<file path="config.mk">
export PLATFORM = sky130hd
export DESIGN_NAME = csr_unit
export DESIGN_NICKNAME = d
export VERILOG_FILES = /design/src/mem_sched_pkg.sv /design/src/csr_unit.sv
export VERILOG_INCLUDE_DIRS = /design/src
export SDC_FILE = /design/constraint.sdc
export NUM_CORES = 1
export LEC_CHECK = 0
export ABC_AREA = 1
export BUFFER_PORTS_ARGS = -buffer_cell sky130_fd_sc_hd__buf_2
export CAP_MARGIN = 30
export CORE_MARGIN = 3
export CORE_UTILIZATION = 59
export DETAILED_ROUTE_END_ITERATION = 7
export PLACE_DENSITY = 0.8
export SLEW_MARGIN = 20
export SYNTH_ARGS = -nofsm -noshare
export SYNTH_HDL_FRONTEND = slang
export SYNTH_SLANG_ARGS = --single-unit
</file>
<file path="constraint.sdc">
create_clock -name cpu_clk_i -period 4.8 [get_ports cpu_clk_i]
set_clock_uncertainty 0.2 [all_clocks]
set_input_delay 0.48 -clock cpu_clk_i [delete_from_list [all_inputs] [get_ports cpu_clk_i]]
set_output_delay 0.48 -clock cpu_clk_i [all_outputs]
set_load 0.005 [all_outputs]
</file>
<file path="src/mem_sched_consts.svh">
/*
 * Sizing constants, CSR addresses and op type bit positions for the memory scheduler.
 * The FIFO depth must stay a power of two, because the pointers wrap naturally.
 * Type bits index the one-hot op class that the renamer produces.
 */
`ifndef MEM_SCHED_CONSTS_SVH
`define MEM_SCHED_CONSTS_SVH

`define MS_FIFO_DEPTH   8
`define MS_NUM_PREGS    64

// Scratch CSRs in the custom machine read/write range
`define MS_CSR_SCRATCH0 12'h7C0
`define MS_CSR_SCRATCH1 12'h7C1
`define MS_CSR_SCRATCH2 12'h7C2
`define MS_CSR_SCRATCH3 12'h7C3

`define MS_TYPE_FENCE   1
`define MS_TYPE_CSR     2
`define MS_TYPE_STORE   3
`define MS_TYPE_LOAD    4

`endif

</file>
<file path="src/mem_sched_pkg.sv">
/*
 * Shared types of the memory and system issue stage.
 * Slot fields follow the renamer packet layout. A rob tag is the packet id
 * with the slot index appended as its low bit.
 */
`default_nettype none

package mem_sched_pkg;

    typedef logic [5:0]  preg_t;
    typedef logic [31:0] word_t;
    typedef logic [4:0]  rob_id_t;
    typedef logic [5:0]  rob_tag_t;
    typedef logic [5:0]  op_type_t;
    typedef logic [11:0] csr_addr_t;

    // One micro-op as delivered by the renamer
    typedef struct packed {
        preg_t      rs1;
        preg_t      rs2;
        preg_t      dest;
        word_t      imm;
        op_type_t   op_type;
        logic [2:0] opcode;
        logic       valid;
    } slot_t;

    typedef struct packed {
        slot_t   slot1;
        slot_t   slot0;
        rob_id_t rob_id;
    } packet_t;

    // Request to the load/store unit, op is {store, opcode}
    typedef struct packed {
        word_t      addr;
        word_t      data;
        preg_t      dest;
        rob_tag_t   rob;
        logic [3:0] op;
        logic       store;
    } lsu_req_t;

    typedef struct packed {
        csr_addr_t  addr;
        word_t      data;
        logic [1:0] opcode;
        logic       wr_en;
    } csr_req_t;

    typedef enum logic {
        FENCE_IDLE,
        FENCE_DRAIN
    } fence_state_t;

endpackage

`default_nettype wire

</file>
<file path="src/csr_unit.sv">
/*
 * Four scratch CSRs. Opcode 1 writes, 2 sets and 3 clears bits, and 0 only reads.
 * done_o and the old value follow a request by exactly one cycle.
 * An unknown address raises excp_o and leaves every register unchanged.
 */
`default_nettype none
`include "mem_sched_consts.svh"

module csr_unit
    import mem_sched_pkg::*;
(
    input  wire logic     cpu_clk_i,
    input  wire logic     rst_i,
    input  wire logic     req_valid_i,
    input  wire csr_req_t req_i,
    output logic          done_o,
    output word_t         rdata_o,
    output logic          excp_o
);
    word_t      csr_q [4];
    logic       hit;
    logic [1:0] idx;
    word_t      old_val;
    word_t      new_val;

    always_comb begin
        hit = 1'b1;
        idx = 2'd0;
        case (req_i.addr)
            `MS_CSR_SCRATCH0: idx = 2'd0;
            `MS_CSR_SCRATCH1: idx = 2'd1;
            `MS_CSR_SCRATCH2: idx = 2'd2;
            `MS_CSR_SCRATCH3: idx = 2'd3;
            default:          hit = 1'b0;
        endcase
    end

    assign old_val = csr_q[idx];

    always_comb begin
        case (req_i.opcode)
            2'd1:    new_val = req_i.data;
            2'd2:    new_val = old_val | req_i.data;
            2'd3:    new_val = old_val & ~req_i.data;
            default: new_val = old_val;
        endcase
    end

    always_ff @(posedge cpu_clk_i) begin
        if (rst_i) begin
            for (int i = 0; i < 4; i++) begin
                csr_q[i] <= '0;
            end
        end else if (req_valid_i && hit && req_i.wr_en) begin
            csr_q[idx] <= new_val;
        end
    end

    always_ff @(posedge cpu_clk_i) begin
        if (rst_i) begin
            done_o <= 1'b0;
            excp_o <= 1'b0;
        end else begin
            done_o <= req_valid_i;
            excp_o <= req_valid_i & ~hit;
        end
    end

    // Value before the update
    always_ff @(posedge cpu_clk_i) begin
        if (req_valid_i) begin
            rdata_o <= hit ? old_val : '0;
        end
    end

endmodule

`default_nettype wire

</file>
==> impl_metrics.toml <==
[run_status]
outcome = "finished, final reports clean"

[finish]
final_cell_mix = "160 x edfxtp_1, 136 x nand2_1, 128 x a21oi_1, 83 x buf_2, 67 x nand3_1"
final_common_cell = "edfxtp_1"
fillers = 932
drive_gt1_frac = 0.213
antenna_cells = 0
fin_nets = 852
syn_to_final_growth_pct = 12.7
fin_area_um2 = 8840

[synth]
synth_top_family_by_area = "simple AND/OR/NAND/NOR gates"
synth_xor_area_frac = 0.00112
synth_mux_area_frac = 0
synth_compound_area_frac = 0.103
ys_seq_elements = 162
synth_area_um2 = 7850
synth_edf_count = 160
yosys.area_share.simple = 0.233
async_flop_share = 0
yosys_warnings = 0
synth.avg_cell_area_um2 = 10.6
ys_seq_area_frac = 0.617
ys.flop_type = "edfxtp_1"
synthAdderAreaFrac = 0
synth_nets = 791
syn_inst = 741
synth.distinct_cells = 25

[power_and_ir_drop]
swShare = 0.226
p_comb_frac = 0.071
power_density_nw_per_um2 = 343
p_leak_uw = 0.00336
total_power_uw = 3040
ir_drop_mv = 0.251
seqPwrFrac = 0.530
internal-power_uw = 2350
p_sw_uw = 687
p_clk_frac = 0.399

[critical_path]
slowest_delay_ns = 0.60
startpoint = "req_i[38]"
reg2reg_depth = 5
worst-path-stages = 9
path_cells = "buf_2 > nor2_4 > buf_4 > nand3_2 > buf_4 > inv_2 > nand3_1 > nand3_2 > a21oi_1"
worst_ep_required_time_ns = 4.76
cp-endpoint = "csr_q[2][21]"
cp_num_buf_inv = 4
criticalPathCategory = "in -> reg"
rrSetupSlack_ns = 3.33
crit_path_start_kind = "input pin"
timing.rr.end = "csr_q[0][30]"
crit_fanout = 64
path_delay_family = "buffers and inverters"
reg2reg_from = "csr_q[2][30]"
cp_slowest_cell = "buf_4"
worst_ep_arrival_time_ns = 2.86
crit_path_end_kind = "register"

[clock_network]
clkLatencyLatePin_ns = 0.43
post_cts_resized = 0
htree_levels = 4
clkSinkCount = 162
cts_tree = "yes"
clockBufferDepth = 2
clkTransAtPathRegs_ns = 0.06
hold_buffers = 0
numCtsBuffers = 17
postCtsSetupRepairBufs = 0
cts_root_buf = "clkbuf_16"

[routing]
wl_per_cell_um = 21.6
wirelength_mm = 21.3
vias = 6457
vias_per_cell = 6.56
final_antenna_net_count = 0
route.detailed.drc = 0
firstDrtPassIters = 6
drtIter0Drc = 1056

[sta]
fmax_mhz = 344
max_slew_margin = 0.367
tightestPinTransition_ns = 0.946
drv_slew = 0
finalCritPeriodShare = 0.605
tns_ns = 0
finalHoldViolCount = 0
rsz0062_at_grt = "no"
setup_viol = 0
min_period_ns = 2.90

[global_route]
grt_use_met3 = 0.0732
busiest_layer = "met2"
grt_pass1_wl_mm = 32.8
grt_use_met2 = 0.475
grt_overflow = 0
grt_antenna_before_repair = 0
grt_pass1_vias = 6394
grt_max_degree = 69
met1_usage = 0.382
grt.total_usage = 0.296

[die]
io_pins = 84
num_rows = 41
die_w_um = 121
design.die.area_um2 = 14700
fp.dieH_um = 121
initial_core_util = 0.612
core_area_um2 = 12800

[worst_hold_path]
hp-start = "rst_i"
hp-class = "in -> reg"

[run]
maxCapViolCount = 0

[placed_design]
gp_congestion = 0.787
post-dp-hpwl_mm = 11.3
io_buffer_count = 83
place_area_um2 = 8340
area by class of cell:
| cell class | instances | area (um2) | share of cell area |
|---|---|---|---|
| Clock buffer | 21 | 440 | 0.0498 |
| Timing Repair Buffer | 99 | 556 | 0.0628 |
| Sequential cell | 162 | 4840 | 0.548 |
| Clock inverter | 9 | 67.6 | 0.00764 |
| Tap cell | 172 | 215 | 0.0243 |
| Multi-Input combinational cell | 510 | 2680 | 0.302 |
| Inverter | 12 | 45.0 | 0.00509 |
power by group through the flow:
stage	Sequential, uW	Combinational (uW)	Clock (uW)
after global placement	1640	202	0
after floorplan	1640	117	0
after global routing	1610	232	1280
after CTS	1610	212	1210
final	1610	216	1210
after detailed placement	1640	210	0
sequential cells by signal, indices dropped and copies added (netlist names):
signal   flops
csr_q      128
rdata_o     32
done_o       1
excp_o       1
kinds of logic (layout without fill, tap and decap cells):
logic type                after synthesis  in the layout
buffers and inverters                  69            141
DFF                                   162            162
and+or+nand+nor                       348            348
AOI/OAI and AO/OA                     161            161
xor gates and xnor gates                1              1
how the worst min path moves through the flow:
stage	end	cells past startpoint
floorplan	done_o	1
detailed placement	rdata_o[5]	4
finish	done_o	2
global placement	rdata_o[19]	4
CTS	done_o	2
global route	done_o	2
Yosys cell counts, types with 2 or more instances:
cell type / n / area, um2
nand2_2: 3 / 18.8
clkbuf_1: 24 / 90.1
inv_1: 10 / 37.5
buf_6: 6 / 67.6
nand2_1: 136 / 510
dfxtp_1: 2 / 40.0
buf_2: 20 / 100
nand4_1: 63 / 394
nor2_2: 2 / 12.5
inv_2: 2 / 7.51
nor2_1: 36 / 135
o21ai_0: 32 / 160
nand3_1: 67 / 335
nand2_4: 2 / 22.5
buf_4: 7 / 52.6
edfxtp_1: 160 / 4800
nor2_8: 2 / 40.0
a21oi_1: 128 / 641
nand3_2: 33 / 330
metal layers:
metal | vias up | wire length, um | share of wire
met5 | - | 0 | 0
met2 | 477 | 10400 | 0.49
met3 | 65 | 2520 | 0.12
met1 | 3053 | 7750 | 0.36
met4 | 0 | 614 | 0.029
li1 | 2862 | - | -
per-stage QoR:
stage / utilization / hold WS (ns) / setup slack, ns / std cells
6_report: 0.690 / 0.0799 / 1.90 / 985
5_1_grt: 0.690 / 0.0787 / 1.71 / 985
4_1_cts: 0.690 / 0.0686 / 1.94 / 985
3_5_place_dp: 0.650 / 0.493 / 1.51 / 955
3_3_place_gp: 0.648 / 0.483 / 1.58 / 954
2_1_floorplan: - / 0.352 / 0.537 / 741
No activity file was read; power rests on OpenSTA's default activity.
