$ cat src/mem_sched_consts.svh
/*
 * Sizing constants, CSR addresses and op type bit positions for the memory scheduler.
 * The FIFO depth must stay a power of two, because the pointers wrap naturally.
 * Type bits index the one-hot op class that the renamer produces.
 */
`ifndef MEM_SCHED_CONSTS_SVH
`define MEM_SCHED_CONSTS_SVH

`define MS_FIFO_DEPTH   8
`define MS_NUM_PREGS    64

// Scratch CSRs in the custom machine read/write range
`define MS_CSR_SCRATCH0 12'h7C0
`define MS_CSR_SCRATCH1 12'h7C1
`define MS_CSR_SCRATCH2 12'h7C2
`define MS_CSR_SCRATCH3 12'h7C3

`define MS_TYPE_FENCE   1
`define MS_TYPE_CSR     2
`define MS_TYPE_STORE   3
`define MS_TYPE_LOAD    4

`endif

$ cat src/mem_sched_pkg.sv
/*
 * Shared types of the memory and system issue stage.
 * Slot fields follow the renamer packet layout. A rob tag is the packet id
 * with the slot index appended as its low bit.
 */
`default_nettype none

package mem_sched_pkg;

    typedef logic [5:0]  preg_t;
    typedef logic [31:0] word_t;
    typedef logic [4:0]  rob_id_t;
    typedef logic [5:0]  rob_tag_t;
    typedef logic [5:0]  op_type_t;
    typedef logic [11:0] csr_addr_t;

    // One micro-op as delivered by the renamer
    typedef struct packed {
        preg_t      rs1;
        preg_t      rs2;
        preg_t      dest;
        word_t      imm;
        op_type_t   op_type;
        logic [2:0] opcode;
        logic       valid;
    } slot_t;

    typedef struct packed {
        slot_t   slot1;
        slot_t   slot0;
        rob_id_t rob_id;
    } packet_t;

    // Request to the load/store unit, op is {store, opcode}
    typedef struct packed {
        word_t      addr;
        word_t      data;
        preg_t      dest;
        rob_tag_t   rob;
        logic [3:0] op;
        logic       store;
    } lsu_req_t;

    typedef struct packed {
        csr_addr_t  addr;
        word_t      data;
        logic [1:0] opcode;
        logic       wr_en;
    } csr_req_t;

    typedef enum logic {
        FENCE_IDLE,
        FENCE_DRAIN
    } fence_state_t;

endpackage

`default_nettype wire

$ cat src/reg_status.sv
/*
 * Physical register file with a ready bit per register.
 * Two read ports are combinational. Two write ports each set the ready bit, and
 * when both hit one register port A wins. A write beats a pending mark in the same cycle.
 * Register 0 always reads as zero and ready.
 */
`default_nettype none
`include "mem_sched_consts.svh"

module reg_status
    import mem_sched_pkg::*;
(
    input  wire logic  cpu_clk_i,
    input  wire logic  rst_i,
    input  wire preg_t rs1_i,
    input  wire preg_t rs2_i,
    input  wire logic  wa_valid_i,
    input  wire preg_t wa_dest_i,
    input  wire word_t wa_data_i,
    input  wire logic  wb_valid_i,
    input  wire preg_t wb_dest_i,
    input  wire word_t wb_data_i,
    input  wire logic  pend_valid_i,
    input  wire preg_t pend_dest_i,
    output word_t      rs1_data_o,
    output word_t      rs2_data_o,
    output logic       rs1_ready_o,
    output logic       rs2_ready_o
);
    word_t                    data_q [`MS_NUM_PREGS];
    logic [`MS_NUM_PREGS-1:0] ready_q;

    always_ff @(posedge cpu_clk_i) begin
        if (rst_i) begin
            for (int i = 0; i < `MS_NUM_PREGS; i++) begin
                data_q[i] <= '0;
            end
            ready_q <= '1;
        end else begin
            // Later assignments take priority
            if (pend_valid_i) begin
                ready_q[pend_dest_i] <= 1'b0;
            end
            if (wb_valid_i) begin
                data_q[wb_dest_i]  <= wb_data_i;
                ready_q[wb_dest_i] <= 1'b1;
            end
            if (wa_valid_i) begin
                data_q[wa_dest_i]  <= wa_data_i;
                ready_q[wa_dest_i] <= 1'b1;
            end
        end
    end

    assign rs1_data_o  = (rs1_i == '0) ? '0 : data_q[rs1_i];
    assign rs2_data_o  = (rs2_i == '0) ? '0 : data_q[rs2_i];
    assign rs1_ready_o = (rs1_i == '0) | ready_q[rs1_i];
    assign rs2_ready_o = (rs2_i == '0) | ready_q[rs2_i];

endmodule

`default_nettype wire

$ cat config.mk
export PLATFORM = sky130hd
export DESIGN_NAME = reg_status
export DESIGN_NICKNAME = d
export VERILOG_FILES = /design/src/mem_sched_pkg.sv /design/src/reg_status.sv
export VERILOG_INCLUDE_DIRS = /design/src
export SDC_FILE = /design/constraint.sdc
export NUM_CORES = 2
export LEC_CHECK = 0
export BUFFER_PORTS_ARGS = -buffer_cell sky130_fd_sc_hd__buf_2
export CAP_MARGIN = 25
export CORE_ASPECT_RATIO = 1.25
export CORE_UTILIZATION = 50
export CTS_CLUSTER_DIAMETER = 60
export DETAILED_ROUTE_END_ITERATION = 12
export GPL_ROUTABILITY_DRIVEN = 0
export PLACE_DENSITY_LB_ADDON = 0.12
export SLEW_MARGIN = 20
export SYNTH_ARGS = -nofsm -noshare
export SYNTH_HDL_FRONTEND = slang
export SYNTH_SLANG_ARGS = --single-unit
$ cat constraint.sdc
create_clock -name cpu_clk_i -period 2.45 [get_ports cpu_clk_i]
set_input_delay 0.1225 -clock cpu_clk_i [delete_from_list [all_inputs] [get_ports cpu_clk_i]]
set_output_delay 0.1225 -clock cpu_clk_i [all_outputs]
set_load 0.02 [all_outputs]
==> impl_metrics.csv <==
group,metric,value,unit
placement,place_worst_setup_slack,-605,ps
critical_path,setup.worst_path.end_class,"output port",
floorplanning,dieHeight,552,um
cts,clock_tree_root_buffer_cell,"sky130_fd_sc_hd__clkbuf_16",
finish,final_layout_size_suffix_gt1_share,38.3,%
timing,worstMarginPinSlew,1180,ps
floorplanning,core_area,240000,um2
global_routing,grt_pass1_vias,92500,
job,drv.max_cap_violation_count,0,
yosys,synth.top_cells.by_count,"2052 x sky130_fd_sc_hd__a22o_1, 2048 x sky130_fd_sc_hd__edfxtp_1, 1048 x sky130_fd_sc_hd__mux4_2",
placement,placed_cells_incl_taps,11200,
critical_path,timing.critical_path.fanout_max,2,
global_routing,global_route.overflow_total,0,
finish,final-instance-count-excl-fill,11700,
critical_path,setup_slack_reg_to_reg,1310,ps
critical_path,cp_top_family,"compound AO/OA/AOI/OAI gates",
timing,report.final.hold_viol_count,0,
cts,cts.sinks,2112,
routing,drt-initial-drc-count,15300,
cts,numCtsBuffers,224,
placement,place_hpwl,347000,um
floorplanning,start_util,50.3,%
pwr,total_leakage_power,49.5,nW
routing,post-route-drc-count,0,
yosys,synth-async-reset-ratio,0,%
critical_path,timing.rr.end,"ready_q[39]",
routing,vias,93600,
global_routing,grt.busiest_layer,"met2",
critical_path,worst_setup_path_start_kind,"register",
yosys,synthesis.instances,7930,
yosys,synthesis.area,121000,um2
yosys,synth.yosys.warnings,0,
finish,fin_util,60.4,%
critical_path,path_common_cell,"sky130_fd_sc_hd__o21ai_1",
hold_path,min_delay_path_depth,2,
yosys,synth.yosys.seq_area_share,51.9,%
global_routing,grt.total_usage,42.6,%
yosys,most_used_standard_cell_by_instance_count_after_synthesis,"sky130_fd_sc_hd__a22o_1",
critical_path,cp-endpoint,"rs1_data_o[31]",
critical_path,worstPathRequired,2330,ps
routing,detail-route-antenna-nets,0,
timing,rsz0062_at_grt,"yes",
floorplanning,die-width,442,um
critical_path,path_buf_inv,2,
global_routing,met2_track_demand_over_resource,67.6,%
cts,post_cts_clock_slew_at_the_launch_and_capture_registers_of_the_worst_setup_and_hold_paths,70,ps
finish,areaGrowthSynthToFinish,20.0,%
global_routing,grt_pass1_wl,727000,um
placement,port_buffers,164,
run_status,status,"finished, violations left",
critical_path,crit_path_launch,"data_q[46][31]",
floorplanning,die_area,244000,um2
pwr,power_density,631,nW/um2
yosys,post_synthesis_mean_instance_area,15.2,um2
yosys,post_synth_top_flop,"sky130_fd_sc_hd__edfxtp_1",
run_status,violations_in_the_final_reports,"negative setup slack",
yosys,synth_seq_cells,2112,
hold_path,worstHoldPathType,"primary input to register",
finish,fin_nets,8427,
floorplanning,floorplan.rows,201,
routing,average_vias_per_placed_instance,8.02,
critical_path,worst_r2r_path_depth,3,
routing,total_detailed_routing_wirelength,528000,um
timing,period_needed,3190,ps
critical_path,startpoint_of_the_most_critical_register_to_register_path,"ready_q[39]",
finish,post-route-cell-area,145000,um2
critical_path,worst_ep_arrival_time,3070,ps
critical_path,cp_num_cells,7,
cts,htree_levels,4,
yosys,synth.lib_cells_used.distinct,58,
timing,setup_viol_count_final,66,
routing,first_pass_iters,6,
yosys,post_synth_main_area_contributors,"sky130_fd_sc_hd__edfxtp_1 51%, sky130_fd_sc_hd__mux4_2 20%, sky130_fd_sc_hd__a22o_1 15%",
yosys,synth_largest_area_cell,"sky130_fd_sc_hd__edfxtp_1",
critical_path,sequence_of_cells_on_the_critical_path,"mux4_1 -> o22a_1 -> o21ai_1 -> a221o_1 -> o21ai_1 -> buf_4 -> buf_6",
yosys,mappedNetlistNets,8029,
critical_path,crit_type,"register to output port",
yosys,synth-edff-count,2048,
global_routing,fraction_of_met3_tracks_used_by_global_routing,11.2,%
timing,post-route-period-util,130,%
timing,timing_max_transition_violations_final,0,
placement,placed_area,135000,um2
global_routing,antenna_found_initial,35,
floorplanning,io_pins,165,
cts,cts_tree,"done",
critical_path,worst_path_max_delay_cell,"sky130_fd_sc_hd__mux4_1",
timing,timing.final.ws_setup,-739,ps
global_routing,grt_use_met1,50.4,%
routing,routedWlPerCell,45.2,um
yosys,yosysTopAreaCellShare,50.9,%
critical_path,timing.critical_path.slowest_cell_delay,530,ps
pwr,power.ir.vdd_worst,0.613,mV
timing,fmax,0.314,GHz
cts,worstSkewPairLatency,920,ps
cts,max-clock-path-buffers,4,
timing,finalClockSkew,0,ps
global_routing,maximum_number_of_pins_on_one_net_before_global_route_repair,65,
timing,max-slew-margin-rel,21.1,%
==> what timing repair did <==
action,in CTS,in global routing
hold buffers,82,0
setup buffers,13,1
resized for setup,529,82
cloned,0,1
endpoints found under the hold margin,1370,0
endpoints found under the setup margin,66,66
pin swaps,81,48
==> metrics by stage <==
step           TNS, ps  hold WS [ps]  power, W
5_1_grt         -39150          35.6    0.0929
4_1_cts         -37070          3.80    0.0907
3_5_place_dp    -49480           472    0.0570
2_1_floorplan        0           311    0.0503
3_3_place_gp    -71370           460    0.0567
6_report        -36400          57.5    0.0915
==> worst min-delay path by stage <==
stage                              start  slack [ps]              to
after floorplan           pend_dest_i[0]         310     ready_q[39]
after global placement        ready_q[7]         460      ready_q[7]
after detailed placement     ready_q[25]         470     ready_q[25]
after CTS                  wb_data_i[22]           4  data_q[28][22]
after global routing       wb_data_i[16]          40  data_q[48][16]
final                      wb_data_i[22]          60  data_q[11][22]
==> state kept, by name (all words and copies together), names as in the netlist <==
register	flops
data_q	2048
ready_q	64
==> routing by layer <==
layer | share of wire [%] | up-vias
li1 | - | 34800
met1 | 32 | 47700
met2 | 46 | 8681
met3 | 13 | 2425
met4 | 8.8 | 14
met5 | 0.017 | -
==> kinds of logic after synthesis <==
group           after synthesis  synth area share [%]
mux                        1293                  21.7
compound gates             2802                  19.2
flops                      2112                  51.9
simple gates                459                  2.37
buf+inv                    1264                  4.83
==> final cells by class <==
class	count	area, um2
sequential	2112	62800
fill	17700	95200
multi-input combinational	4554	55400
clock buffer	275	5950
timing repair buffer	1435	15900
clock inverter	124	962
inverter	1	3.75
antenna	22	55.1
tap	3146	3940
==> power by group <==
| part | internal (W) | switching (W) |
|---|---|---|
| logic | 0.00647 | 0.00883 |
| clock network | 0.0184 | 0.0152 |
| registers | 0.0416 | 0.00103 |
| total | 0.0665 | 0.0250 |
==> cells in the final DEF (no fill, tap or decap), types with 17 or more instances in the layout <==
| master | count |
|---|---|
| sky130_fd_sc_hd__nor3_4 | 54 |
| sky130_fd_sc_hd__buf_12 | 374 |
| sky130_fd_sc_hd__buf_4 | 793 |
| sky130_fd_sc_hd__a22o_1 | 2051 |
| sky130_fd_sc_hd__clkinv_1 | 50 |
| sky130_fd_sc_hd__dfxtp_1 | 62 |
| sky130_fd_sc_hd__clkinv_2 | 38 |
| sky130_fd_sc_hd__o21ai_2 | 37 |
| sky130_fd_sc_hd__mux4_2 | 1048 |
| sky130_fd_sc_hd__buf_6 | 80 |
| sky130_fd_sc_hd__a211o_2 | 64 |
| sky130_fd_sc_hd__o221ai_4 | 25 |
| sky130_fd_sc_hd__o21ai_1 | 28 |
| sky130_fd_sc_hd__o22a_1 | 55 |
| sky130_fd_sc_hd__a22oi_2 | 27 |
| sky130_fd_sc_hd__nor2_4 | 64 |
| sky130_fd_sc_hd__nor2b_1 | 48 |
| sky130_fd_sc_hd__a22oi_1 | 40 |
| sky130_fd_sc_hd__clkbuf_1 | 41 |
| sky130_fd_sc_hd__nor3_2 | 17 |
| sky130_fd_sc_hd__mux2_4 | 50 |
| sky130_fd_sc_hd__nand2b_1 | 72 |
| sky130_fd_sc_hd__o221ai_2 | 43 |
| sky130_fd_sc_hd__a21oi_1 | 27 |
| sky130_fd_sc_hd__edfxtp_1 | 2048 |
| sky130_fd_sc_hd__o21ai_4 | 25 |
| sky130_fd_sc_hd__o21ai_0 | 196 |
| sky130_fd_sc_hd__a221o_1 | 34 |
| sky130_fd_sc_hd__mux2i_1 | 161 |
| sky130_fd_sc_hd__clkbuf_16 | 230 |
| sky130_fd_sc_hd__nor2_1 | 28 |
| sky130_fd_sc_hd__buf_2 | 90 |
| sky130_fd_sc_hd__a31oi_1 | 18 |
| sky130_fd_sc_hd__a211o_1 | 39 |
| sky130_fd_sc_hd__nand2_1 | 27 |
| sky130_fd_sc_hd__dlygate4sd3_1 | 82 |
| sky130_fd_sc_hd__diode_2 | 22 |
| sky130_fd_sc_hd__nand3b_1 | 52 |
| sky130_fd_sc_hd__a221o_2 | 21 |
Power figures use the tool's default switching activity.
