File: config.mk
export PLATFORM = sky130hd
export DESIGN_NAME = issue_fifo
export DESIGN_NICKNAME = d
export VERILOG_FILES = /design/src/mem_sched_pkg.sv /design/src/issue_fifo.sv
export VERILOG_INCLUDE_DIRS = /design/src
export SDC_FILE = /design/constraint.sdc
export NUM_CORES = 1
export LEC_CHECK = 0
export ABC_AREA = 1
export BUFFER_PORTS_ARGS = -buffer_cell sky130_fd_sc_hd__buf_2
export CELL_PAD_IN_SITES_DETAIL_PLACEMENT = 0
export CELL_PAD_IN_SITES_GLOBAL_PLACEMENT = 1
export CORE_ASPECT_RATIO = 1.25
export CORE_UTILIZATION = 30
export CTS_BUF_LIST = sky130_fd_sc_hd__clkbuf_16
export CTS_CLUSTER_SIZE = 14
export DETAILED_ROUTE_END_ITERATION = 12
export PLACE_DENSITY = 0.51
export SLEW_MARGIN = 15
export SYNTH_ARGS = -nofsm -noshare
export SYNTH_HDL_FRONTEND = slang
export SYNTH_SLANG_ARGS = --single-unit
File: constraint.sdc
create_clock -name cpu_clk_i -period 12.55 [get_ports cpu_clk_i]
set_clock_uncertainty 0.15 [all_clocks]
set_input_delay 1.8825 -clock cpu_clk_i [delete_from_list [all_inputs] [get_ports cpu_clk_i]]
set_output_delay 1.8825 -clock cpu_clk_i [all_outputs]
set_load 0.1 [all_outputs]
File: src/mem_sched_consts.svh
/*
 * Sizing constants, CSR addresses and op type bit positions for the memory scheduler.
 * The FIFO depth must stay a power of two, because the pointers wrap naturally.
 * Type bits index the one-hot op class that the renamer produces.
 */
`ifndef MEM_SCHED_CONSTS_SVH
`define MEM_SCHED_CONSTS_SVH

`define MS_FIFO_DEPTH   8
`define MS_NUM_PREGS    64

// Scratch CSRs in the custom machine read/write range
`define MS_CSR_SCRATCH0 12'h7C0
`define MS_CSR_SCRATCH1 12'h7C1
`define MS_CSR_SCRATCH2 12'h7C2
`define MS_CSR_SCRATCH3 12'h7C3

`define MS_TYPE_FENCE   1
`define MS_TYPE_CSR     2
`define MS_TYPE_STORE   3
`define MS_TYPE_LOAD    4

`endif

File: src/mem_sched_pkg.sv
/*
 * Shared types of the memory and system issue stage.
 * Slot fields follow the renamer packet layout. A rob tag is the packet id
 * with the slot index appended as its low bit.
 */
`default_nettype none

package mem_sched_pkg;

    typedef logic [5:0]  preg_t;
    typedef logic [31:0] word_t;
    typedef logic [4:0]  rob_id_t;
    typedef logic [5:0]  rob_tag_t;
    typedef logic [5:0]  op_type_t;
    typedef logic [11:0] csr_addr_t;

    // One micro-op as delivered by the renamer
    typedef struct packed {
        preg_t      rs1;
        preg_t      rs2;
        preg_t      dest;
        word_t      imm;
        op_type_t   op_type;
        logic [2:0] opcode;
        logic       valid;
    } slot_t;

    typedef struct packed {
        slot_t   slot1;
        slot_t   slot0;
        rob_id_t rob_id;
    } packet_t;

    // Request to the load/store unit, op is {store, opcode}
    typedef struct packed {
        word_t      addr;
        word_t      data;
        preg_t      dest;
        rob_tag_t   rob;
        logic [3:0] op;
        logic       store;
    } lsu_req_t;

    typedef struct packed {
        csr_addr_t  addr;
        word_t      data;
        logic [1:0] opcode;
        logic       wr_en;
    } csr_req_t;

    typedef enum logic {
        FENCE_IDLE,
        FENCE_DRAIN
    } fence_state_t;

endpackage

`default_nettype wire

File: src/issue_fifo.sv
/*
 * Issue queue of renamer packets, MS_FIFO_DEPTH entries deep.
 * A push while full is dropped, so the producer must hold its packet.
 * The head packet is read combinationally. Flush empties the queue at the next edge.
 */
`default_nettype none
`include "mem_sched_consts.svh"

module issue_fifo
    import mem_sched_pkg::*;
(
    input  wire logic    cpu_clk_i,
    input  wire logic    rst_i,
    input  wire logic    flush_i,
    input  wire logic    push_i,
    input  wire packet_t push_pkt_i,
    input  wire logic    pop_i,
    output packet_t      head_pkt_o,
    output logic         full_o,
    output logic         empty_o
);
    localparam int PTR_W = $clog2(`MS_FIFO_DEPTH);

    packet_t          mem_q [`MS_FIFO_DEPTH];
    logic [PTR_W-1:0] rd_ptr_q;
    logic [PTR_W-1:0] wr_ptr_q;
    logic [PTR_W:0]   count_q;
    logic             do_push;
    logic             do_pop;

    assign full_o     = (count_q == (PTR_W + 1)'(`MS_FIFO_DEPTH));
    assign empty_o    = (count_q == '0);
    assign do_push    = push_i & ~full_o & ~flush_i;
    assign do_pop     = pop_i & ~empty_o & ~flush_i;
    assign head_pkt_o = mem_q[rd_ptr_q];

    always_ff @(posedge cpu_clk_i) begin
        if (do_push) begin
            mem_q[wr_ptr_q] <= push_pkt_i;
        end
    end

    always_ff @(posedge cpu_clk_i) begin
        if (rst_i || flush_i) begin
            rd_ptr_q <= '0;
            wr_ptr_q <= '0;
            count_q  <= '0;
        end else begin
            if (do_push) begin
                wr_ptr_q <= wr_ptr_q + 1'b1;
            end
            if (do_pop) begin
                rd_ptr_q <= rd_ptr_q + 1'b1;
            end
            // Simultaneous push and pop leaves the count alone
            case ({do_push, do_pop})
                2'b10:   count_q <= count_q + 1'b1;
                2'b01:   count_q <= count_q - 1'b1;
                default: count_q <= count_q;
            endcase
        end
    end

endmodule

`default_nettype wire

==> results_dict.tcl, run 1 <==
set metrics [dict create \
    status "finished clean" \
    netlist_instances 2909 \
    die_x_um 327 \
    slowest_delay_ns 0.90 \
    fin_tns_setup_ns 0 \
    ys_ff_latch 1013 \
    port_buffers 256 \
    vias_per_cell 4.77 \
    max-clock-path-buffers 3 \
    dieHeight_um 408 \
    rows 148 \
    vdd_drop_max_mv 0.0916 \
    dp_hpwl_um 51600 \
    post_cts_buffers 0 \
    antenna_found_initial 35 \
    tightest_slew_ns 1.09 \
    avgRoutedWirePerCell_um 20.8 \
    clkTransAtPathRegs_ns 0.06 \
    grt_pass1_vias 24000 \
    cts.sinks 1013 \
    cts_root_buffer "clkbuf_16" \
    via_count 23600 \
    drive_gt1_share_pct 13.9 \
    hold_path.class "reg -> reg" \
    crit_slowest_cell "buf_4" \
    critPathKind "reg -> out" \
    r2r-start "count_q[1]" \
    first_iter_violations 1423 \
    finalCritPeriodShare_pct 51.0 \
    firstDrtPassIters 5 \
    synth_ff_type "edfxtp_1" \
    synth_edf_count 1000 \
    nNetsFinal 3265 \
    ys_types 23 \
    cp.arrival_ns 4.36 \
    max-cap-violations 0 \
    netlist_area_um2 39500 \
    min-delay-start "rd_ptr_q[1]" \
    clockPowerShare_pct 41.9 \
    cts_hold_buf 0 \
    htree_levels 3 \
    fmax_mhz 156 \
    syn_avg_cell_area_um2 13.6 \
    dp_worst_setup_slack_ns 6.76 \
    netSwitchingFraction_pct 22.9 \
    intPower_uw 5570 \
    tritoncts "yes" \
    setup_viol 0 \
    grt_max_degree 239 \
    die_area_um2 133000 \
    hold_violations 0 \
    seq_power_share_pct 52.0 \
    slew_violations 0 \
    core_area_um2 130000 \
    cts_made_buffers 105 \
    async_flop_share_pct 0 \
    drc 0 \
    cp-end-kind "primary output" \
    ant_nets 0 \
    wl_um 103000 \
    maxSlewHeadroom_pct 27.4 \
    io_pins 257 \
    overflow 0 \
    cp-start-kind "register" \
    start_util_pct 30.3 \
    cp_cell_sequence "buf_4, buf_4, nor2_1, nor2_1, o21ai_1, o21ai_1, nand2_1, nand2_1, buf_2" \
    period_minus_slack_ns 6.40 \
    worst_skew_pair.late_latency_ns 0.72 \
    gp_congestion 0.705 \
    grt_usage_pct 15.4 \
    synth-seq-area-share_pct 76.7 \
    p_per_area_nw_per_um2 158 \
    p_leak_uw 0.0154 \
    worst_slack_ns 6.15 \
    ys_warn_count 0 \
    rsz0062_at_grt "false" \
    required_ns 10.52 \
    crit_path_max_fanout 85 \
    power_frac_comb_pct 6.0 \
    p_sw_uw 1660 \
    area_growth_pct 15.9 \
    synth_nets 3044 \
    cts_resized 0 \
    grt_pass1_wl_um 153000 \
]
==> metrics by stage <==
stage          instances  power, uW  hold WS (ns)  area (um2)  utilization [%]
6_report            4951       7230         0.334       45800             35.1
5_1_grt             4944       7470         0.378       45800             35.1
4_1_cts             4940       7330         0.336       45700             35.1
3_5_place_dp        4747       4270         0.317       42400             32.5
3_3_place_gp        4747       4260         0.315       42400             32.5
2_1_floorplan       2909       4140         0.308       39500                -
==> cell families (layout without fill, tap and decap cells) <==
logic type,Yosys count,in the layout,synth area share (%)
other cells,0,10,0
xor+xnor,5,5,0.111
compound gates,639,639,8.49
simple gates,922,922,8.78
fa+ha+maj,5,5,0.158
flops,1013,1013,76.7
buf+inv,200,507,2.61
mux,125,125,3.17
==> routing by layer <==
metal  routed length (um)  global-route usage, %
met3                 5240                   3.37
met1                46000                   19.9
met5                  209                      0
met2                48900                   25.3
met4                 2640                   5.14
==> registers in the layout (all words and copies together) (netlist names), named ones only <==
signal	count
count_q	4
mem_q	1000
rd_ptr_q	3
wr_ptr_q	3
==> Yosys cell counts, types with 3 or more instances <==
cell type / instances / share of area (%)
inv_1: 18 / 0.17
buf_1: 22 / 0.21
buf_4: 7 / 0.13
nor2_1: 517 / 4.9
o21ai_0: 342 / 4.3
buf_6: 24 / 0.68
ha_1: 5 / 0.16
xor2_1: 3 / 0.067
a21oi_1: 10 / 0.13
o21ai_1: 162 / 2.1
edfxtp_1: 1000 / 76
dfxtp_1: 13 / 0.66
o22ai_1: 125 / 2.0
clkbuf_1: 86 / 0.82
mux2i_1: 125 / 3.2
nand3_1: 5 / 0.063
nand2_1: 399 / 3.8
buf_2: 39 / 0.49
==> cell usage in the layout, fill, tap and decap left out <==
cell type / netlist / layout
a21oi_1: 10 / 10
buf_12: 0 / 3
buf_16: 0 / 1
buf_2: 39 / 256
buf_4: 7 / 34
bufinv_16: 0 / 10
clkbuf_16: 0 / 107
clkinv_1: 0 / 25
clkinv_2: 0 / 16
clkinv_8: 0 / 3
clkinvlp_4: 0 / 2
dfxtp_1: 13 / 10
dfxtp_4: 0 / 3
diode_2: 0 / 10
edfxtp_1: 1000 / 1000
ha_1: 5 / 5
inv_1: 18 / 46
inv_16: 0 / 1
inv_4: 1 / 1
inv_6: 0 / 2
mux2i_1: 125 / 125
nand2_1: 399 / 399
nand3_1: 5 / 5
nor2_1: 517 / 509
nor2_4: 0 / 8
nor3_1: 1 / 1
o21ai_0: 342 / 342
o21ai_1: 162 / 162
o22ai_1: 125 / 125
xnor2_1: 2 / 2
xor2_1: 3 / 3
==> power by group through the flow <==
stage	clock, uW	combinational, uW	sequential, uW
6_report	3030	434	3760
5_1_grt	3240	465	3760
4_1_cts	3130	440	3760
3_5_place_dp	0	440	3830
3_3_place_gp	0	433	3830
2_1_floorplan	0	309	3840
==> final timing paths <==
kind,endpoint,slack [ns],depth (start not counted)
worst max-delay path,head_pkt_o[93],6.15,9
worst max register to register,mem_q[1][84],8.99,8
worst min register to register,register,0.33,2
worst min-delay path,register,0.33,2
==> worst max-delay path: cells and delay by family (launching register included) <==
kind	cells	cell delay, ns
compound gates	2	0.20
flops	1	0.86
buf+inv	3	2.02
simple gates	4	0.45
==> area by class of cell <==
cell class | instances | area [um2]
antenna | 10 | 25.0
clock buffer | 107 | 2680
clock inverter | 86 | 664
fill | 12700 | 84600
inverter | 20 | 90.1
multi-input combinational | 1696 | 8240
sequential | 1013 | 30300
tap | 1725 | 2160
timing repair buffer | 294 | 1620
No activity file was read; power rests on OpenSTA's default activity.
==> run 2: changes to the inputs <==
Settings changed: PLACE_DENSITY 0.51 to 0.53.
Clock period 12.55 ns to 5.3 ns, I/O delays scaled along.
==> results_dict.tcl, run 2 (synthesis gave the netlist of run 1 again) <==
set metrics [dict create \
    die_area_um2 133000 \
    vias_per_cell 4.67 \
    reg_top3 "mem_q: 1000 flops, count_q: 4 flops" \
    period_minus_slack_ns 4.47 \
    first_iter_violations 1380 \
    place_inst 4747 \
    dp_worst_setup_slack_ns 1.40 \
    maxSlewHeadroom_pct 34.6 \
    cts_made_buffers 107 \
    p_per_area_nw_per_um2 373 \
    rsz0062_at_grt "false" \
    critPathKind "reg -> out" \
    clkTransAtPathRegs_ns 0.06 \
    cts_hold_buf 0 \
    grt_max_degree 171 \
    fin_area_um2 46000 \
    die_x_um 327 \
    wl_um 100000 \
    max-clock-path-buffers 3 \
    hold_violations 0 \
    io_pins 257 \
    regMostFlops "mem_q" \
    cp.arrival_ns 3.53 \
    fillers 12700 \
    worst_slack_ns 0.827 \
    cts_root_buffer "clkbuf_16" \
    worst_skew_pair.late_latency_ns 0.71 \
    cp-start-kind "register" \
    largest_reg_flops 1000 \
    vdd_drop_max_mv 0.235 \
    nNetsFinal 3266 \
    final_cell_mix "edfxtp_1 (1000), nor2_1 (509), nand2_1 (399)" \
    htree_levels 3 \
    ant_nets 0 \
    avgRoutedWirePerCell_um 20.3 \
    overflow 0 \
    firstDrtPassIters 5 \
    slew_violations 0 \
    antenna_found_initial 29 \
    p_leak_uw 0.0154 \
    grt_pass1_wl_um 149000 \
    start_util_pct 30.3 \
    via_count 23100 \
    crit_path_max_fanout 103 \
    cts_resized 0 \
    tightest_slew_ns 0.981 \
    p_total_uw 17200 \
    drive_gt1_share_pct 14.0 \
    rows 148 \
    stdcell_count 4949 \
    max-cap-violations 0 \
    grt_pass1_vias 23300 \
    post_cts_buffers 0 \
    grt_usage_pct 14.9 \
    gp_congestion 0.692 \
    required_ns 4.36 \
    dieHeight_um 408 \
    core_area_um2 130000 \
    finalCritPeriodShare_pct 84.4 \
    port_buffers 256 \
    drc 0 \
    final_common_cell "edfxtp_1" \
    status "finished clean" \
    post_dp_cell_area_um2 42600 \
    setup_viol 0 \
    fmax_mhz 224 \
    hold_path.class "in -> reg" \
    cp-end-kind "primary output" \
    area_growth_pct 16.4 \
    dp_hpwl_um 49300 \
    tritoncts "yes" \
    cts.sinks 1013 \
]
-- run 2: final timing paths --
| check | start | endpoint | slack, ns | cells after the start |
|---|---|---|---|---|
| max | register | head_pkt_o[38] | 0.83 | 7 |
| min | push_pkt_i[84] | mem_q[4][84] | 0.20 | 1 |
| max reg2reg | count_q[1] | mem_q[6][81] | 2.37 | 7 |
| min reg2reg | rd_ptr_q[1] | register | 0.35 | 2 |
-- run 2: report_power, final --
group	internal, uW	leakage (uW)	switching [uW]
combinational	183	0.00452	847
sequential	8880	0.00914	20.1
clock	4170	0.00177	3050
total	13200	0.0154	3920
-- run 2: routing by layer --
| metal | up-vias | share of wire [%] | track usage [%] |
|---|---|---|---|
| met1 | 11500 | 45 | 19.3 |
| li1 | 11000 | - | - |
| met3 | 168 | 4.5 | 3.07 |
| met5 | - | 0.20 | 0 |
| met2 | 371 | 48 | 24.6 |
| met4 | 32 | 2.4 | 5.27 |
-- run 2: cell type report --
type / instances / area (um2) / area share, %
Inverter: 20 / 92.6 / 0.201
Clock inverter: 86 / 644 / 1.40
Multi-Input combinational cell: 1696 / 8240 / 17.9
Antenna cell: 6 / 15.0 / 0.0326
Sequential cell: 1013 / 30300 / 65.9
Clock buffer: 110 / 2750 / 5.99
Tap cell: 1725 / 2160 / 4.69
Timing Repair Buffer: 293 / 1780 / 3.88
-- run 2: metrics by stage --
step | hold WS, ns | setup TNS (ns) | utilization (%)
after floorplan | 0.308 | -1821.71 | -
after global placement | 0.330 | 0 | 32.7
after detailed placement | 0.332 | 0 | 32.7
after CTS | 0.119 | 0 | 35.3
after global routing | 0.164 | 0 | 35.3
final | 0.195 | 0 | 35.3
-- run 2: worst max-delay path, stage by stage (launching register included) --
cell and delay, ns:
dfxtp_4 0.77, clkinv_8 0.55, buf_4 0.56, o21ai_0 0.25, o21ai_1 0.09, nand2_1 0.07
nand2_1 0.12, buf_2 0.32
==> run 3: changes to the inputs <==
Settings changed: ABC_AREA 1 to 0, PLACE_DENSITY 0.53 to 0.48.
Clock period 5.3 ns to 4.2 ns, I/O delays scaled along.
==> results_dict.tcl, run 3 <==
set metrics [dict create \
    regMostFlops "mem_q" \
    drc 0 \
    final_common_cell "edfxtp_1" \
    rsz0062_at_grt "false" \
    port_buffers 256 \
    largest_reg_flops 1000 \
    cp-end-kind "primary output" \
    drive_gt1_share_pct 40.7 \
    fin_area_um2 46800 \
    synth-seq-area-share_pct 79.2 \
    synth_top_area_cell "edfxtp_1" \
    antenna_found_initial 9 \
    status "finished clean" \
    dp_worst_setup_slack_ns 1.00 \
    setup_viol 0 \
    start_util_pct 30.2 \
    reg_top3 "mem_q: 1000 flops, count_q: 4 flops" \
    maxSlewHeadroom_pct 38.3 \
    synth_edf_count 1000 \
    hold_path.class "in -> reg" \
    path_buf_inv 3 \
    die_x_um 321 \
    clkTransAtPathRegs_ns 0.06 \
    reg2reg_depth 4 \
    ys_warn_count 0 \
    gp_congestion 0.676 \
    r2r_slack_ns 1.23 \
    area_growth_pct 22.3 \
    io_pins 257 \
    worst_skew_pair.late_latency_ns 0.70 \
    max-clock-path-buffers 3 \
    dp_hpwl_um 47700 \
    slew_violations 0 \
    max-cap-violations 0 \
    htree_levels 3 \
    worst_r2r_endpoint "mem_q[7][50]" \
    place_inst 3466 \
    firstDrtPassIters 4 \
    synth_common_cells "edfxtp_1 (1000), mux4_2 (237), mux2_2 (125)" \
    grt_max_degree 101 \
    die_area_um2 129000 \
    tritoncts "yes" \
    worst_slack_ns 0.448 \
    r2r-start "count_q[1]" \
    p_per_area_nw_per_um2 463 \
    netlist_area_um2 38300 \
    synth_most_common_cell "edfxtp_1" \
    ys_ff_latch 1013 \
    hold_violations 0 \
    required_ns 3.42 \
    cts_made_buffers 106 \
    stdcell_count 3782 \
    synth_ff_type "edfxtp_1" \
    critPathKind "reg -> out" \
    synth.area.top_cells "edfxtp_1 (78%), mux4_2 (14%), mux2_2 (3.7%)" \
    endpoint "head_pkt_o[117]" \
    via_count 17400 \
    grt_pass1_vias 19400 \
    syn_avg_cell_area_um2 25.1 \
    path_delay_family "multiplexers" \
    cts.sinks 1013 \
    finalCritPeriodShare_pct 89.3 \
    post_cts_buffers 0 \
    p_leak_uw 0.0147 \
    cts_resized 0 \
    crit_slowest_cell "mux4_2" \
    wl_um 88800 \
    fmax_mhz 267 \
    overflow 0 \
    vdd_drop_max_mv 0.351 \
    netlist_instances 1525 \
    final_cell_mix "edfxtp_1 (1000), buf_2 (256), mux4_2 (237)" \
    dieHeight_um 401 \
    crit_path_max_fanout 30 \
    nNetsFinal 2126 \
    synth_nets 1660 \
    vias_per_cell 4.61 \
    post_dp_cell_area_um2 42100 \
    tightest_slew_ns 0.923 \
    core_area_um2 127000 \
    cts_root_buffer "clkbuf_16" \
    grt_usage_pct 13.9 \
    cp_cell_sequence "buf_12, buf_12, mux4_2, mux2_2, buf_2" \
    async_flop_share_pct 0 \
    first_iter_violations 1115 \
    cts_hold_buf 119 \
    ant_nets 0 \
    cp-start-kind "register" \
    slowest_delay_ns 0.54 \
    period_minus_slack_ns 3.75 \
    grt_pass1_wl_um 131000 \
    synth_top_area_share_pct 78.5 \
    worst-path-stages 5 \
    ys_types 33 \
    cp.arrival_ns 2.97 \
    rows 146 \
    avgRoutedWirePerCell_um 23.5 \
    cpMostUsedCell "buf_12" \
]
## run 3: layout make-up
type / instances / area (um2)
fillers: 11600 / 79800
flip-flops and latches: 1013 / 30300
multi-input cells: 437 / 7580
repair buffers: 431 / 3270
clock buffers: 106 / 2650
well taps: 1702 / 2130
clock inverters: 89 / 856
inverters: 2 / 7.51
diodes: 2 / 5.00
## run 3: cells by family after synthesis
logic type	after synthesis	share of synthesized area (%)
and+or+nand+nor	40	0.520
muxes	377	18.6
adders and majority gates	5	0.163
buffers and inverters	75	1.27
AOI/OAI and AO/OA	8	0.160
DFF	1013	79.2
xor gates and xnor gates	7	0.160
## run 3: metrics by stage
step | TNS [ns] | power, uW | hold slack [ns] | utilization [%]
after floorplan | -569.06 | 12100 | 0.326 | -
after global placement | 0 | 12400 | 0.350 | 33.3
after detailed placement | 0 | 12400 | 0.351 | 33.3
after CTS | 0 | 22000 | 0.00118 | 37.0
after global routing | 0 | 22400 | 0.0391 | 37.0
final | 0 | 21700 | 0.0657 | 37.0
## run 3: worst min-delay path by stage
stage / start / end / slack [ns] / cells after the start
3_5_place_dp: count_q[3] / count_q[3] / 0.35 / 2
3_3_place_gp: count_q[3] / count_q[3] / 0.35 / 2
4_1_cts: push_pkt_i[49] / mem_q[5][49] / 0.001 / 1
6_report: push_pkt_i[36] / mem_q[7][36] / 0.07 / 1
2_1_floorplan: count_q[3] / count_q[3] / 0.33 / 2
5_1_grt: push_pkt_i[49] / mem_q[7][49] / 0.04 / 1
## run 3: power breakdown
| group | total (uW) | internal (uW) | switching (uW) | leakage, uW |
|---|---|---|---|---|
| combinational | 1070 | 301 | 766 | 0.00380 |
| sequential | 11200 | 11200 | 19.3 | 0.00914 |
| clock | 9400 | 5510 | 3890 | 0.00180 |
| total | 21700 | 17000 | 4670 | 0.0147 |
## run 3: metal layers
layer | part of all wire, % | vias to the layer above | GRT usage, % | wire, um
li1 | - | 7517 | - | -
met1 | 43 | 9436 | 18.3 | 38600
met2 | 50 | 351 | 23.1 | 44100
met3 | 5.0 | 115 | 3.06 | 4440
met4 | 1.8 | 14 | 4.19 | 1630
met5 | 0.096 | - | 0 | 85
